**config.mk**
```make
export PLATFORM = sky130hd
export DESIGN_NAME = bch_decoder
export DESIGN_NICKNAME = d
export VERILOG_FILES = /design/src/hdl/gf_pkg.sv /design/src/hdl/bch_pkg.sv /design/src/hdl/bch_syndrome_load.sv /design/src/hdl/gf_poly_divider.sv /design/src/hdl/bch_euclid_solver.sv /design/src/hdl/bch_chien_search.sv /design/src/hdl/bch_decoder.sv
export VERILOG_INCLUDE_DIRS = /design/src /design/src/hdl
export SDC_FILE = /design/constraint.sdc
export NUM_CORES = 1
export LEC_CHECK = 0
export BUFFER_PORTS_ARGS = -buffer_cell sky130_fd_sc_hd__buf_2
export CORE_ASPECT_RATIO = 1.75
export CORE_MARGIN = 2
export CORE_UTILIZATION = 33
export DETAILED_ROUTE_END_ITERATION = 12
export PLACE_DENSITY_LB_ADDON = 0.15
export SYNTH_ARGS = -nofsm -noshare
export SYNTH_HDL_FRONTEND = slang
export SYNTH_HIERARCHICAL = 1
export SYNTH_SLANG_ARGS = --single-unit
```
**constraint.sdc**
```tcl
create_clock -name clk -period 22.7 [get_ports clk]
set_input_delay 4.54 -clock clk [delete_from_list [all_inputs] [get_ports clk]]
set_output_delay 4.54 -clock clk [all_outputs]
set_load 0.1 [all_outputs]
```
**src/hdl/bch_consts.svh**
```systemverilog
`ifndef BCH_CONSTS_SVH
`define BCH_CONSTS_SVH

// ==============================
// field sizes, gf(2^4)
// ==============================

// element width in bits
`define GF_M 4
// multiplicative order, 15 is also the log-form zero
`define GF_ORDER 15

// ==============================
// code sizes, bch(15) t=3
// ==============================

`define BCH_T 3
`define SYN_CNT 6
// working polynomial slots, up to x^6
`define POLY_LEN 7
// locator coefficients sigma0..sigma3
`define LOC_LEN 4

`endif

```
**src/hdl/gf_pkg.sv**
```systemverilog
`include "bch_consts.svh"

package gf_pkg;

    // log form, k means alpha^k, GF_ORDER means zero
    typedef logic [`GF_M-1:0] gf_elem_t;
    // index = power of x
    typedef gf_elem_t [`POLY_LEN-1:0] gf_poly_t;

    // primitive poly x^4 + x + 1
    localparam logic [`GF_M-1:0] EXP_TBL [0:15] = '{
        4'h1, 4'h2, 4'h4, 4'h8, 4'h3, 4'h6, 4'hC, 4'hB,
        4'h5, 4'hA, 4'h7, 4'hE, 4'hF, 4'hD, 4'h9, 4'h0};
    localparam gf_elem_t LOG_TBL [0:15] = '{
        4'hF, 4'h0, 4'h1, 4'h4, 4'h2, 4'h8, 4'h5, 4'hA,
        4'h3, 4'hE, 4'h9, 4'h7, 4'h6, 4'hD, 4'hB, 4'hC};

    function automatic logic [`GF_M-1:0] gf_exp(gf_elem_t e);
        return EXP_TBL[e]; // zero code maps to 0
    endfunction

    function automatic gf_elem_t gf_log(logic [`GF_M-1:0] v);
        return LOG_TBL[v];
    endfunction

    function automatic gf_elem_t gf_mul(gf_elem_t a, gf_elem_t b);
        logic [`GF_M:0] sum;
        if (a == gf_elem_t'(`GF_ORDER) || b == gf_elem_t'(`GF_ORDER)) begin
            return gf_elem_t'(`GF_ORDER);
        end
        sum = a + b;
        if (sum >= `GF_ORDER) sum = sum - `GF_ORDER;
        return sum[`GF_M-1:0];
    endfunction

    function automatic gf_elem_t gf_add(gf_elem_t a, gf_elem_t b);
        return gf_log(gf_exp(a) ^ gf_exp(b));
    endfunction

    // b must be nonzero
    function automatic gf_elem_t gf_div(gf_elem_t a, gf_elem_t b);
        logic [`GF_M:0] diff;
        if (a == gf_elem_t'(`GF_ORDER)) return gf_elem_t'(`GF_ORDER);
        diff = a + `GF_ORDER - b;
        if (diff >= `GF_ORDER) diff = diff - `GF_ORDER;
        return diff[`GF_M-1:0];
    endfunction

    // zero polynomial reports degree 0
    function automatic logic [2:0] poly_degree(gf_poly_t p);
        logic [2:0] deg;
        deg = '0;
        for (int i = 0; i < `POLY_LEN; i++) begin
            if (p[i] != gf_elem_t'(`GF_ORDER)) deg = 3'(i);
        end
        return deg;
    endfunction

endpackage

```
**src/hdl/bch_pkg.sv**
```systemverilog
`include "bch_consts.svh"

package bch_pkg;

    // error locator, sigma0 at index 0
    typedef gf_pkg::gf_elem_t [`LOC_LEN-1:0] sigma_t;

    // bit position 0..14, 15 for an empty slot
    typedef logic [`GF_M-1:0] err_loc_t;

    typedef err_loc_t [`BCH_T-1:0] loc_list_t;

    // ==============================
    // key equation solver
    // ==============================

    typedef enum logic [1:0] {
        ST_IDLE,   // waiting for syndromes
        ST_DIVIDE, // divider running
        ST_UPDATE, // locator update, one quotient term per cycle
        ST_DONE    // sigma out
    } solver_state_t;

endpackage

```
**src/hdl/bch_syndrome_load.sv**
```systemverilog
`include "bch_consts.svh"

module bch_syndrome_load (
    input  logic              clk,
    input  logic              rst_n,
    input  logic              in_valid,
    input  gf_pkg::gf_elem_t  in_syndrome,
    output logic              syn_valid,
    output gf_pkg::gf_poly_t  syn_poly
);
    import gf_pkg::*;

    localparam gf_elem_t ZERO_E = gf_elem_t'(`GF_ORDER);

    logic [2:0] cnt;
    gf_elem_t [`SYN_CNT-1:0] syn_shift;

    // count the six syndromes, pulse when the last one lands
    always_ff @(posedge clk or negedge rst_n) begin
        if (!rst_n) begin
            cnt       <= '0;
            syn_valid <= 1'b0;
        end else begin
            syn_valid <= 1'b0;
            if (in_valid) begin
                if (cnt == 3'(`SYN_CNT - 1)) begin
                    cnt       <= '0;
                    syn_valid <= 1'b1;
                end else begin
                    cnt <= cnt + 3'd1;
                end
            end
        end
    end

    // new value enters at the top, s1 ends up at power 0
    always_ff @(posedge clk) begin
        if (in_valid) begin
            syn_shift <= {in_syndrome, syn_shift[`SYN_CNT-1:1]};
        end
    end

    assign syn_poly = {ZERO_E, syn_shift}; // x^6 slot always zero

endmodule

```
**src/hdl/gf_poly_divider.sv**
```systemverilog
`include "bch_consts.svh"

module gf_poly_divider (
    input  logic              clk,
    input  logic              rst_n,
    input  logic              start,
    input  gf_pkg::gf_poly_t  dividend,
    input  gf_pkg::gf_poly_t  divisor,
    output logic              done,
    output gf_pkg::gf_poly_t  quotient,
    output gf_pkg::gf_poly_t  remainder
);
    import gf_pkg::*;

    localparam gf_elem_t ZERO_E = gf_elem_t'(`GF_ORDER);

    logic       busy;
    logic [2:0] dsr_deg;  // fixed for the whole division
    gf_poly_t   rem_q;
    gf_poly_t   quo_q;
    gf_poly_t   dsr_q;

    logic [2:0] rem_deg;
    logic [2:0] shift;
    gf_elem_t   coef;
    logic       finish;

    // next quotient term from the leading terms
    always_comb begin
        rem_deg = poly_degree(rem_q);
        finish  = (rem_q[rem_deg] == ZERO_E) || (rem_deg < dsr_deg);
        shift   = rem_deg - dsr_deg;
        coef    = gf_div(rem_q[rem_deg], dsr_q[dsr_deg]);
    end

    always_ff @(posedge clk or negedge rst_n) begin
        if (!rst_n) begin
            busy <= 1'b0;
            done <= 1'b0;
        end else begin
            done <= 1'b0;
            if (start) begin
                busy <= 1'b1;
            end else if (busy && finish) begin
                busy <= 1'b0;
                done <= 1'b1;
            end
        end
    end

    // ==============================
    // one subtraction step per cycle
    // ==============================
    always_ff @(posedge clk) begin
        if (start) begin
            rem_q   <= dividend;
            dsr_q   <= divisor;
            dsr_deg <= poly_degree(divisor);
            quo_q   <= '1; // all slots zero
        end else if (busy && !finish) begin
            quo_q[shift] <= coef;
            // subtract coef * x^shift * divisor, leading term cancels
            for (int i = 0; i < `POLY_LEN; i++) begin
                if (i >= int'(shift)) begin
                    rem_q[i] <= gf_add(rem_q[i], gf_mul(coef, dsr_q[i - int'(shift)]));
                end
            end
        end
    end

    assign quotient  = quo_q;
    assign remainder = rem_q;

endmodule

```
**src/hdl/bch_euclid_solver.sv**
```systemverilog
`include "bch_consts.svh"

module bch_euclid_solver (
    input  logic              clk,
    input  logic              rst_n,
    input  logic              syn_valid,
    input  gf_pkg::gf_poly_t  syn_poly,
    output logic              sigma_valid,
    output bch_pkg::sigma_t   sigma
);
    import gf_pkg::*;
    import bch_pkg::*;

    localparam gf_elem_t ZERO_E    = gf_elem_t'(`GF_ORDER);
    localparam gf_elem_t ONE_E     = '0;
    localparam gf_poly_t POLY_ZERO = '1;
    localparam gf_poly_t POLY_ONE  = {{(`POLY_LEN-1){ZERO_E}}, ONE_E};
    localparam gf_poly_t POLY_X6   = {ONE_E, {(`POLY_LEN-1){ZERO_E}}};

    solver_state_t state;
    logic [2:0]    k;          // quotient term being folded in
    logic [2:0]    q_deg;
    logic          last_term;
    logic          stop;
    logic          early_stop;

    logic          div_start;
    logic          div_done;
    gf_poly_t      quotient;
    gf_poly_t      remainder;

    gf_poly_t      r_prev;
    gf_poly_t      r_cur;
    gf_poly_t      s_prev;
    gf_poly_t      s_cur;
    gf_poly_t      s_acc;
    gf_poly_t      s_next;

    gf_poly_divider u_divider (
        .clk       (clk),
        .rst_n     (rst_n),
        .start     (div_start),
        .dividend  (r_prev),
        .divisor   (r_cur),
        .done      (div_done),
        .quotient  (quotient),
        .remainder (remainder)
    );

    assign q_deg      = poly_degree(quotient);
    assign last_term  = (k == q_deg);
    assign stop       = poly_degree(remainder) < 3'(`BCH_T);
    assign early_stop = poly_degree(syn_poly) < 3'(`BCH_T); // zero syndromes too

    // s_prev - q*s_cur, minus is xor in char 2
    always_comb begin
        s_next = s_acc;
        for (int i = 0; i < `POLY_LEN; i++) begin
            if (i >= int'(k)) begin
                s_next[i] = gf_add(s_acc[i], gf_mul(quotient[k], s_cur[i - int'(k)]));
            end
        end
    end

    // ==============================
    // control fsm
    // ==============================
    always_ff @(posedge clk or negedge rst_n) begin
        if (!rst_n) begin
            state       <= ST_IDLE;
            k           <= '0;
            div_start   <= 1'b0;
            sigma_valid <= 1'b0;
        end else begin
            div_start   <= 1'b0;
            sigma_valid <= 1'b0;
            case (state)
                ST_IDLE: begin
                    if (syn_valid) begin
                        if (early_stop) begin
                            sigma_valid <= 1'b1; // sigma = 1, nothing to correct
                        end else begin
                            state     <= ST_DIVIDE;
                            div_start <= 1'b1;
                        end
                    end
                end
                ST_DIVIDE: begin
                    if (div_done) begin
                        state <= ST_UPDATE;
                        k     <= '0;
                    end
                end
                ST_UPDATE: begin
                    k <= k + 3'd1;
                    if (last_term) begin
                        if (stop) begin
                            state <= ST_DONE;
                        end else begin
                            state     <= ST_DIVIDE;
                            div_start <= 1'b1;
                        end
                    end
                end
                ST_DONE: begin
                    sigma_valid <= 1'b1;
                    state       <= ST_IDLE;
                end
                default: state <= ST_IDLE;
            endcase
        end
    end

    // ==============================
    // remainder and locator pairs
    // ==============================
    always_ff @(posedge clk) begin
        case (state)
            ST_IDLE: begin
                if (syn_valid) begin
                    r_prev <= POLY_X6;
                    r_cur  <= syn_poly;
                    s_prev <= POLY_ZERO;
                    s_cur  <= POLY_ONE;
                    if (early_stop) sigma <= POLY_ONE[`LOC_LEN-1:0];
                end
            end
            ST_DIVIDE: begin
                if (div_done) s_acc <= s_prev;
            end
            ST_UPDATE: begin
                s_acc <= s_next;
                if (last_term) begin // rotate both pairs
                    s_prev <= s_cur;
                    s_cur  <= s_next;
                    r_prev <= r_cur;
                    r_cur  <= remainder;
                end
            end
            ST_DONE: sigma <= s_cur[`LOC_LEN-1:0];
            default: ;
        endcase
    end

endmodule

```
**src/hdl/bch_chien_search.sv**
```systemverilog
`include "bch_consts.svh"

module bch_chien_search (
    input  logic               clk,
    input  logic               rst_n,
    input  logic               sigma_valid,
    input  bch_pkg::sigma_t    sigma,
    output logic               out_valid,
    output bch_pkg::err_loc_t  out_location
);
    import gf_pkg::*;
    import bch_pkg::*;

    sigma_t           sig_q;
    loc_list_t        list_q;
    loc_list_t        list_next;
    logic             searching;
    err_loc_t         pos;       // position under test
    logic [1:0]       hit_cnt;
    logic [1:0]       out_cnt;
    logic [`GF_M-1:0] eval_sum;  // sigma(alpha^-pos), polynomial basis
    logic             hit;

    always_comb begin
        int e;
        eval_sum = '0;
        for (int i = 0; i < `LOC_LEN; i++) begin
            e = (i * (`GF_ORDER - int'(pos))) % `GF_ORDER;
            eval_sum = eval_sum ^ gf_exp(gf_mul(sig_q[i], gf_elem_t'(e)));
        end
        hit = (eval_sum == '0);
        list_next = list_q;
        if (hit && hit_cnt < 2'(`BCH_T)) list_next[hit_cnt] = pos; // ascending by scan order
    end

    // ==============================
    // search then play out
    // ==============================
    always_ff @(posedge clk or negedge rst_n) begin
        if (!rst_n) begin
            searching    <= 1'b0;
            pos          <= '0;
            hit_cnt      <= '0;
            out_cnt      <= '0;
            out_valid    <= 1'b0;
            out_location <= '0;
        end else if (sigma_valid) begin
            searching <= 1'b1;
            pos       <= '0;
            hit_cnt   <= '0;
        end else if (searching) begin
            pos <= pos + 4'd1;
            if (hit && hit_cnt < 2'(`BCH_T)) hit_cnt <= hit_cnt + 2'd1;
            if (pos == err_loc_t'(`GF_ORDER - 1)) begin
                searching    <= 1'b0;
                out_valid    <= 1'b1;
                out_location <= list_next[0]; // last position may land here
                out_cnt      <= 2'd1;
            end
        end else if (out_valid) begin
            if (out_cnt == 2'(`BCH_T)) begin
                out_valid    <= 1'b0;
                out_location <= '0;
            end else begin
                out_location <= list_q[out_cnt];
                out_cnt      <= out_cnt + 2'd1;
            end
        end
    end

    always_ff @(posedge clk) begin
        if (sigma_valid) begin
            sig_q  <= sigma;
            list_q <= '1; // empty slots read 15
        end else if (searching) begin
            list_q <= list_next;
        end
    end

endmodule

```
**src/hdl/bch_decoder.sv**
```systemverilog
module bch_decoder (
    input  logic               clk,
    input  logic               rst_n,
    input  logic               in_valid,
    input  gf_pkg::gf_elem_t   in_syndrome,
    output logic               out_valid,
    output bch_pkg::err_loc_t  out_location
);
    import gf_pkg::*;
    import bch_pkg::*;

    logic     syn_valid;
    gf_poly_t syn_poly;
    logic     sigma_valid;
    sigma_t   sigma;

    bch_syndrome_load u_syndrome_load (
        .clk         (clk),
        .rst_n       (rst_n),
        .in_valid    (in_valid),
        .in_syndrome (in_syndrome),
        .syn_valid   (syn_valid),
        .syn_poly    (syn_poly)
    );

    // key equation, variable latency
    bch_euclid_solver u_solver (
        .clk         (clk),
        .rst_n       (rst_n),
        .syn_valid   (syn_valid),
        .syn_poly    (syn_poly),
        .sigma_valid (sigma_valid),
        .sigma       (sigma)
    );

    bch_chien_search u_chien (
        .clk          (clk),
        .rst_n        (rst_n),
        .sigma_valid  (sigma_valid),
        .sigma        (sigma),
        .out_valid    (out_valid),
        .out_location (out_location)
    );

endmodule

```
# After elaboration in Yosys (flattened, before gate mapping)
# Memories as Yosys holds them, arrays and structs flattened.
# Cells that the tools add are included.
[classes]
addsub = 59
mul = 1
n_div = 3
order_cmp = 105
eq_ne = 61
shifts = 0
muxes = 379
bitwise_logic = 64
reduce_logical = 58
[op_table]
columns = ["op", "count"]
rows = [
  ["$mux W4", 232],
  ["$mux W28", 11],
  ["$pmux W28 S2", 5],
  ["$ge A5 B5 Y1 const B", 46],
  ["$not A4 Y5", 46],
  ["$lt A32 B5 Y1 const B", 7],
  ["$bmux W4 S3", 17],
  ["$eq A4 B4 Y1 const B", 25],
  ["$mod A32 B5 Y32 const B", 3],
  ["$ne A4 B4 Y1 const B", 23],
  ["$ge A5 B4 Y1 const B", 18],
  ["$add A4 B4 Y5", 17],
  ["$sub A4 B4 Y4 const B", 19],
  ["$mux W1", 70],
  ["$xor A4 B4 Y4", 17],
  ["$mux W3", 14],
  ["$mux W2", 18],
  ["$lt A4 B5 Y1 const B", 7],
  ["$mul A3 B32 Y32 const A", 1],
  ["$mux W16", 2],
  ["$pmux W16 S2", 1],
  ["$reduce_bool A2 Y1", 15],
  ["$bwmux W28", 1],
  ["$sub A3 B3 Y4 const A", 6],
  ["other kinds (43)", 109],
]
[word_totals]
ff_bits = 322
latch_bits = 0
ramBits = 0
mem_bits_ro = 2944
in_bits = 7
out_inout_bits = 5
elab_cells = 865
mem_count = 46
[memory_table]
columns = ["memory", "depth", "width", "rd", "rd_clocked_by_memory_dff", "write_ports", "line", "source"]
rows = [
  ["(no name shown)", 16, 4, 1, 0, 0, "gf_pkg.sv:19", "return EXP_TBL[e];"],
  ["(no name shown)", 16, 4, 1, 0, 0, "gf_pkg.sv:19", ""],
  ["(no name shown)", 16, 4, 1, 0, 0, "gf_pkg.sv:19", ""],
  ["(no name shown)", 16, 4, 1, 0, 0, "gf_pkg.sv:23", "return LOG_TBL[v];"],
  ["(no name shown)", 16, 4, 1, 0, 0, "gf_pkg.sv:19", ""],
  ["(no name shown)", 16, 4, 1, 0, 0, "gf_pkg.sv:19", ""],
  ["40 more memories", "-", "-", "-", "-", "-", "-", ""],
]

# Logic depth before layout (Yosys ltp)
# Gate-level depths: netlist of the first run.
[depth]
word_depth = 36
mapped_depth = 43

# Modules after synthesis
# Netlist of the first run, hierarchy kept.
[by_module_without_submodules]
columns = ["module", "n_inst", "cells_per_inst", "area_each_um2"]
rows = [
  ["bch_euclid_solver", 1, 1652, 15905.3],
  ["gf_poly_divider", 1, 1388, 12517.0],
  ["bch_chien_search", 1, 611, 5208.7],
  ["bch_syndrome_load", 1, 40, 917.1],
]

# Least setup slack after synthesis of the first run
# OpenSTA, ideal clock, no wires.
[synth_path]
path_kind = "reg-to-reg"
from = "register u_solver.u_divider.rem_q, in the netlist u_solver/u_divider/remainder[20]"
to = "register u_solver.u_divider.rem_q, in the netlist u_solver/u_divider/remainder[22] (data pin)"
setup_ns = 0.253
arrival_time_ns = 8.454
slack_ns = 13.994
stages_incl_launch_ff = 32
n_path_buf = 0
path_cell_list = "edfxtp_1 ha_1 nand3_4 a211oi_2 nor2_1 a221oi_1 o31a_4 inv_4 ha_1 fa_1 ha_1 a21oi_1 o31a_1 a211oi_1 inv_1 fa_1 ha_1 a21oi_1 o41ai_1 mux2i_1 nand2_1 ha_1 inv_1 mux2i_1 a21oi_1 o32a_1 xnor2_1 inv_1 ha_1 mux4_2 nand2_1 nand2_1"
[synth_between]
elab_chain_len = 32
elab_cells_between_ends = 49
[synth_lines]
columns = ["item", "line", "source"]
rows = [
  ["start: declaration", "gf_poly_divider.sv:19", "gf_poly_t rem_q;"],
  ["start signal: assignment", "gf_poly_divider.sv:56", "rem_q <= dividend;"],
  ["start signal: indexed assignment", "gf_poly_divider.sv:65", "rem_q[i] <= gf_add(rem_q[i], gf_mul(coef, dsr_q[i - int'(shift)]));"],
  ["$ne A4 B4 Y1", "gf_pkg.sv:54", "if (p[i] != gf_elem_t'(`GF_ORDER)) deg = 3'(i);"],
  ["$mux W3 (2 in a row)", "-", ""],
  ["$bmux W4 S3 (*)", "gf_poly_divider.sv:33", "coef = gf_div(rem_q[rem_deg], dsr_q[dsr_deg]);"],
  ["$mux W4 (implied by the code) (*)", "gf_poly_divider.sv:33", ""],
  ["$add A4 B4 Y5 (no line)", "-", ""],
  ["$sub A5 B4 Y5", "gf_pkg.sv:44", "diff = a + `GF_ORDER - b;"],
  ["$sub A4 B4 Y4 (no line) or $ge A5 B4 Y1 (tied branches)", "-", ""],
  ["$mux W4", "gf_pkg.sv:45", "if (diff >= `GF_ORDER) diff = diff - `GF_ORDER;"],
  ["[1 not listed]", "-", ""],
  ["named net u_solver.u_divider.coef[1]", "gf_poly_divider.sv:25", "gf_elem_t coef;"],
  ["[12 not listed]", "-", ""],
  ["$mux W4 (implied by the code) (*) (2 in a row)", "gf_pkg.sv:19", ""],
  ["$xor A4 B4 Y4 (*)", "gf_pkg.sv:37", "return gf_log(gf_exp(a) ^ gf_exp(b));"],
  ["$not A4 Y5 (implied by the code) (*)", "gf_pkg.sv:23", ""],
  ["$mem_v2 Z16 W4 (*)", "-", ""],
  ["$mux W4 (implied by the code) (*) (2 in a row)", "gf_pkg.sv:23", ""],
  ["$mux W4 (*)", "gf_poly_divider.sv:64", "if (i >= int'(shift)) begin"],
  ["$mux W28 (*)", "gf_poly_divider.sv:60", "end else if (busy && !finish) begin"],
  ["$mux W28 (*)", "gf_poly_divider.sv:55", "if (start) begin"],
]
# Mark *: on every way through the listed nets, which the timed path passes. The select of a mux whose other input is x is not followed.
# A chain may end at the register's enable or synchronous reset.

# Final worst setup path of the first run
# Ends and elaborated chain as after synthesis.

==> reports/metrics.yaml, run 1 <==
setup_tns_ps: 0
cpMostUsedCell: "ha_1"
gp_congestion: 0.908
drv_slew: 0
min_period_ps: 10170
cts-root-buf: "clkbuf_16"
ys_async_sr_fraction_pct: 8.39
clock_skew_ps: 30.0
crit_required_ps: 23010
die-area_um2: 107000
syn_area_um2: 34500
cts.reportedPaths.clkPinSlew_ps: 70
rsz0062_at_grt: "false"
cp.depth: 33
coreArea_um2: 104000
drtIter0Drc: 1412
grt_antenna_before_repair: 0
cap_violations: 0
grt_pass1_wl_um: 166000
rows: 157
synth_cell_types: 143
path_delay_family: "adder cells"
yosysWarnings: 6
ctsHtreeMaxLevel: 2
post_cts_resized: 0
n_antenna_cell: 0
hold_viol_final: 0
cpMaxStageDelayCell: "o41ai_1"
hp-class: "register to register"
grt_pass1_vias: 28595
ioPinCount: 12
synth_flop_cell: "edfxtp_1"
cts_tree: "done"
vias: 28071
die_x_um: 249
final.period_utilization_pct: 44.8
tightest_slew_ps: 1180
detail_route.wirelength_um: 109000
die_h_um: 432
clk_latency_ps: 570
startpoint_type: "register"
fin_nets: 4035
whs_ps: 401
firstDrtPassIters: 5
syn_inst: 3691
max-clock-path-buffers: 3
post_cts_buffers: 0
port_buffers: 11
grt_max_degree: 60
timing.fmax_ghz: 0.0983
area_growth_pct: 7.65
path_buf_inv: 4
synth-seq-area-share_pct: 26.4
avgSynthCellArea_um2: 9.36
grt_overflow_total: 0
outcome: "complete, no violations"
crit_type: "register to register"
cp.arrival_ps: 10480
track_usage_pct: 19.8
slew-limit-headroom_pct: 20.4
dp_hpwl_um: 87100
ant_nets: 0
remaining_drc_errors: 0
drive_above_1_share_pct: 11.4
hold_depth: 0
end_kind: "register"
numCtsBuffers: 36
cts.sinks: 322
vias_per_cell: 5.59
setup_viol: 0
postCtsHoldBufs: 0
synth-edff-count: 255
wire_per_inst_um: 21.7
synth-seq-cells: 322
reg2reg_depth: 33
fin_util_pct: 35.7
initial_core_util_pct: 33.1
slowest_delay_ps: 730
critPathMaxFanout: 10
-- logic make-up after synthesis --
group / synth area share (%)
adder cells (fa/ha/maj): 14.5
flip-flops: 26.4
other: 0.0109
multiplexers: 13.0
XOR/XNOR: 3.70
AO/OA/AOI/OAI: 20.5
AND/OR/NAND/NOR: 16.4
buffers and inverters: 5.43
-- sequential cells by signal, indices dropped and copies added (netlist names), 3 cells and up --
signal and flops:
u_solver/r_prev 28, u_solver/u_divider/remainder 28, u_solver/u_divider/dsr_deg 3, u_solver/s_cur 28, u_solver/u_divider/quotient 28, u_solver/s_prev 28
u_chien/sig_q 16, u_chien/out_location 4, u_syndrome_load/cnt 3, u_solver/u_divider/dsr_q 28, u_chien/list_q 12, u_solver/sigma 16
u_solver/s_acc 28, u_solver/r_cur 28, u_syndrome_load/syn_poly 24, u_chien/pos 4, u_solver/k 3
-- cells in the final DEF (no fill, tap or decap), types with 36 or more instances in the layout --
| master | n |
|---|---|
| xor2_1 | 51 |
| nand2_1 | 279 |
| mux2i_1 | 131 |
| nor3_1 | 61 |
| clkbuf_16 | 38 |
| inv_1 | 314 |
| a211oi_1 | 48 |
| edfxtp_1 | 255 |
| a21oi_1 | 174 |
| nor2_1 | 248 |
| mux4_2 | 91 |
| a31oi_1 | 44 |
| nand2b_1 | 119 |
| o21ai_0 | 172 |
| o211ai_1 | 75 |
| a21o_1 | 47 |
| mux2_2 | 84 |
| nand3_1 | 73 |
| dfxtp_1 | 40 |
| xnor2_1 | 62 |
| ha_1 | 368 |
| and2_1 | 40 |
| o22ai_1 | 36 |
-- area by class of cell --
class	instances	area (um^2)
Fill cell	10556	67100
Multi-Input combinational cell	2918	23600
Sequential cell	322	9140
Tap cell	1351	1690
Inverter	322	1210
Clock buffer	43	990
Clock inverter	23	324
Timing Repair Buffer	39	265
-- synth_stat cells (all sizes together) (35+ instances only) --
master	number	area share, %
nand2	280	3.0
and2	46	0.85
ha	369	13
nor3	63	0.96
nor2	252	2.8
a21oi	178	2.6
and3	35	0.68
dfxtp	40	2.3
mux4	95	6.2
o22ai	37	0.69
a21o	47	1.0
mux2i	131	3.8
o21ai	196	2.9
a31oi	48	0.99
buf	62	1.2
a211oi	57	1.4
xor2	56	1.5
mux2	91	3.0
nand3	79	1.3
nand2b	120	2.2
xnor2	72	2.1
o211ai	80	1.8
clkbuf	70	0.76
inv	320	3.5
edfxtp	255	22
-- through the flow --
stage	std cells	instance area (um^2)	setup slack [ps]
finish	5018	37200	12530
detailed placement	4952	35900	12600
global placement	4952	35900	12730
floorplan	3694	34600	13990
CTS	5018	37200	12570
global route	5018	37200	11870
-- routing by layer --
metal	up-vias	GRT usage (%)	part of all wire, %
met1	13694	17.9	34
li1	13706	-	-
met3	225	1.06	1.6
met2	446	41.4	57
met4	0	13.4	7.5
met5	-	0	0
-- path summary, 6_finish.rpt --
check                                                  from  slack [ps]                                to
hold / removal                            u_solver/sigma[3]         400                  u_chien/sig_q[3]
max in group asynchronous                             rst_n       18090                u_solver/div_start
setup / recovery           u_solver/u_divider/remainder[20]       12530  u_solver/u_divider/remainder[22]
setup reg to reg           u_solver/u_divider/remainder[20]       12530  u_solver/u_divider/remainder[22]
min in group asynchronous                             rst_n        4030                 u_chien/out_valid
hold reg to reg                           u_solver/sigma[3]         400                  u_chien/sig_q[3]
Power of run 1 is left out: the tool's default activity adds up to more than one toggle a clock period on the data nets, which glitch-free logic cannot reach.
==> run 2, diff against run 1 <==
==> constraint.sdc (replaced) <==
create_clock -name clk -period 9.4 [get_ports clk]
set_input_delay 1.88 -clock clk [delete_from_list [all_inputs] [get_ports clk]]
set_output_delay 1.88 -clock clk [all_outputs]
set_load 0.1 [all_outputs]
==> reports/metrics.yaml, run 2 (synthesized netlist as in run 1, its figures left out) <==
outcome: "complete, no violations"
ioPinCount: 12  # unchanged
cts_tree: "done"
vias_per_cell: 5.59  # about the same
clock_skew_ps: 28.6  # -1.36 ps
clk_latency_ps: 550  # -20 ps
layout_commonest_cell: "ha_1"
remaining_drc_errors: 0  # unchanged
cts.reportedPaths.clkPinSlew_ps: 70  # about the same
hp-class: "register to register"
setup_viol: 0  # unchanged
cpMaxStageDelayCell: "fa_1"
grt_pass1_vias: 28763  # +0.59%
die_h_um: 432  # unchanged
setup_tns_ps: 0  # unchanged
vias: 28325  # +0.90%
slowest_delay_ps: 530  # -200 ps
layout_common_cells: "365 x ha_1, 314 x inv_1, 279 x nand2_1"
grt_pass1_wl_um: 165000  # -0.66%
tightest_slew_ps: 1050  # -136 ps
min_period_ps: 8860  # -1320 ps
place_ws_ps: 424  # -12170 ps
cp.arrival_ps: 9150  # -1330 ps
hold_viol_final: 0  # unchanged
die_x_um: 249  # unchanged
post-place-cells: 4997  # +0.91%
timing.fmax_ghz: 0.113  # +15%
end_kind: "register"
initial_core_util_pct: 33.1  # unchanged
cap_violations: 0  # unchanged
layout.cells.non_filler: 5063  # +0.90%
port_buffers: 11  # unchanged
detail_route.wirelength_um: 106000  # -2.1%
fin_nets: 4081  # +1.1%
area_growth_pct: 8.45
critPathMaxFanout: 10  # unchanged
numCtsBuffers: 35  # -2.8%
crit_type: "register to register"
drtIter0Drc: 1567  # +11%
ctsHtreeMaxLevel: 2  # unchanged
grt_max_degree: 60  # unchanged
coreArea_um2: 104000  # unchanged
slew-limit-headroom_pct: 30.1  # +9.8 points
finalWorstSetupSlack_ps: 544  # -11980 ps
crit_required_ps: 9690  # -13320 ps
grt_overflow_total: 0  # unchanged
rows: 157  # unchanged
cts.sinks: 322  # unchanged
firstDrtPassIters: 6  # +1
startpoint_type: "register"
track_usage_pct: 19.5  # -0.32 points
final.period_utilization_pct: 94.2  # +49 points
wire_per_inst_um: 21.0  # -2.9%
n_antenna_cell: 0  # unchanged
die-area_um2: 107000  # unchanged
gp_congestion: 0.909  # +0.13%
rsz0062_at_grt: "false"
drv_slew: 0  # unchanged
grt_antenna_before_repair: 0  # unchanged
ant_nets: 0  # unchanged
cts-root-buf: "clkbuf_16"
dp_hpwl_um: 85200  # -2.2%
max-clock-path-buffers: 3  # unchanged
drive_above_1_share_pct: 12.7  # +1.3 points
[run 2: cell count changes in the layout (fill, tap and decap cells not counted), moves of 2 or more]
cell / change
bufinv_16: -3
clkbuf_1: +4
xnor2_2: +2
clkinv_4: -2
ha_2: +3
clkbuf_16: -2
clkinv_1: -3
clkinv_2: +6
xnor2_1: -2
clkinvlp_2: -2
ha_1: -3
buf_4: +47
a211oi_2: -2
[run 2: stage by stage]
stage | cell area [um^2] | hold slack [ps] | utilization, %
after CTS | 37400 | 419 | 35.8
after detailed placement | 36200 | 405 | 34.7
after floorplan | 34600 | 400 | -
after global placement | 36200 | 403 | 34.7
after global routing | 37500 | 425 | 35.9
final | 37500 | 418 | 35.9
[run 2: timing repair]
action,in CTS,in global routing
hold buffers,0,0
endpoints found under the setup margin,0,35
gates resized for setup,0,13
setup buffers,0,2
hold endpoints to repair,0,0
[run 2: per-layer routing]
layer	part of all wire [%]	global-route usage, %	wire [um]	up-vias
met2	57	40.7	61000	465
met3	1.9	1.13	1980	230
li1	-	-	-	13799
met1	34	18.3	36400	13831
met4	6.6	11.6	7010	0
met5	0	0	0	-
[run 2: layout make-up]
cell class	instances	area, um^2
fill	10638	66800
sequential	322	9140
tap	1351	1690
clock buffer	46	962
multi-input combinational	2918	23600
clock inverter	18	215
timing repair buffer	86	618
inverter	322	1210
[run 2: critical path, delay by kind of cell (launching register included)]
family	cells	cell delay, ps
compound gates	13	3010
fa+ha+maj	6	2000
simple gates	5	1400
buf+inv	7	930
mux	3	510
flops	1	490
xor+xnor	1	240
[run 2: worst paths after layout]
kind / slack [ps] / depth (start not counted) / start / to
worst min register to register: 420 / 0 / u_solver/sigma[11] / u_chien/sig_q[11]
min in group asynchronous: 1400 / 1 / rst_n / u_chien/out_cnt[1]
worst max-delay path: 540 / 35 / u_solver/u_divider/remainder[13] / u_solver/u_divider/remainder[3]
max in group asynchronous: 7400 / 1 / rst_n / u_solver/div_start
worst min-delay path: 420 / 0 / u_solver/sigma[11] / u_chien/sig_q[11]
worst max register to register: 540 / 35 / u_solver/u_divider/remainder[13] / u_solver/u_divider/remainder[3]
Power of run 2 is left out for the same reason.
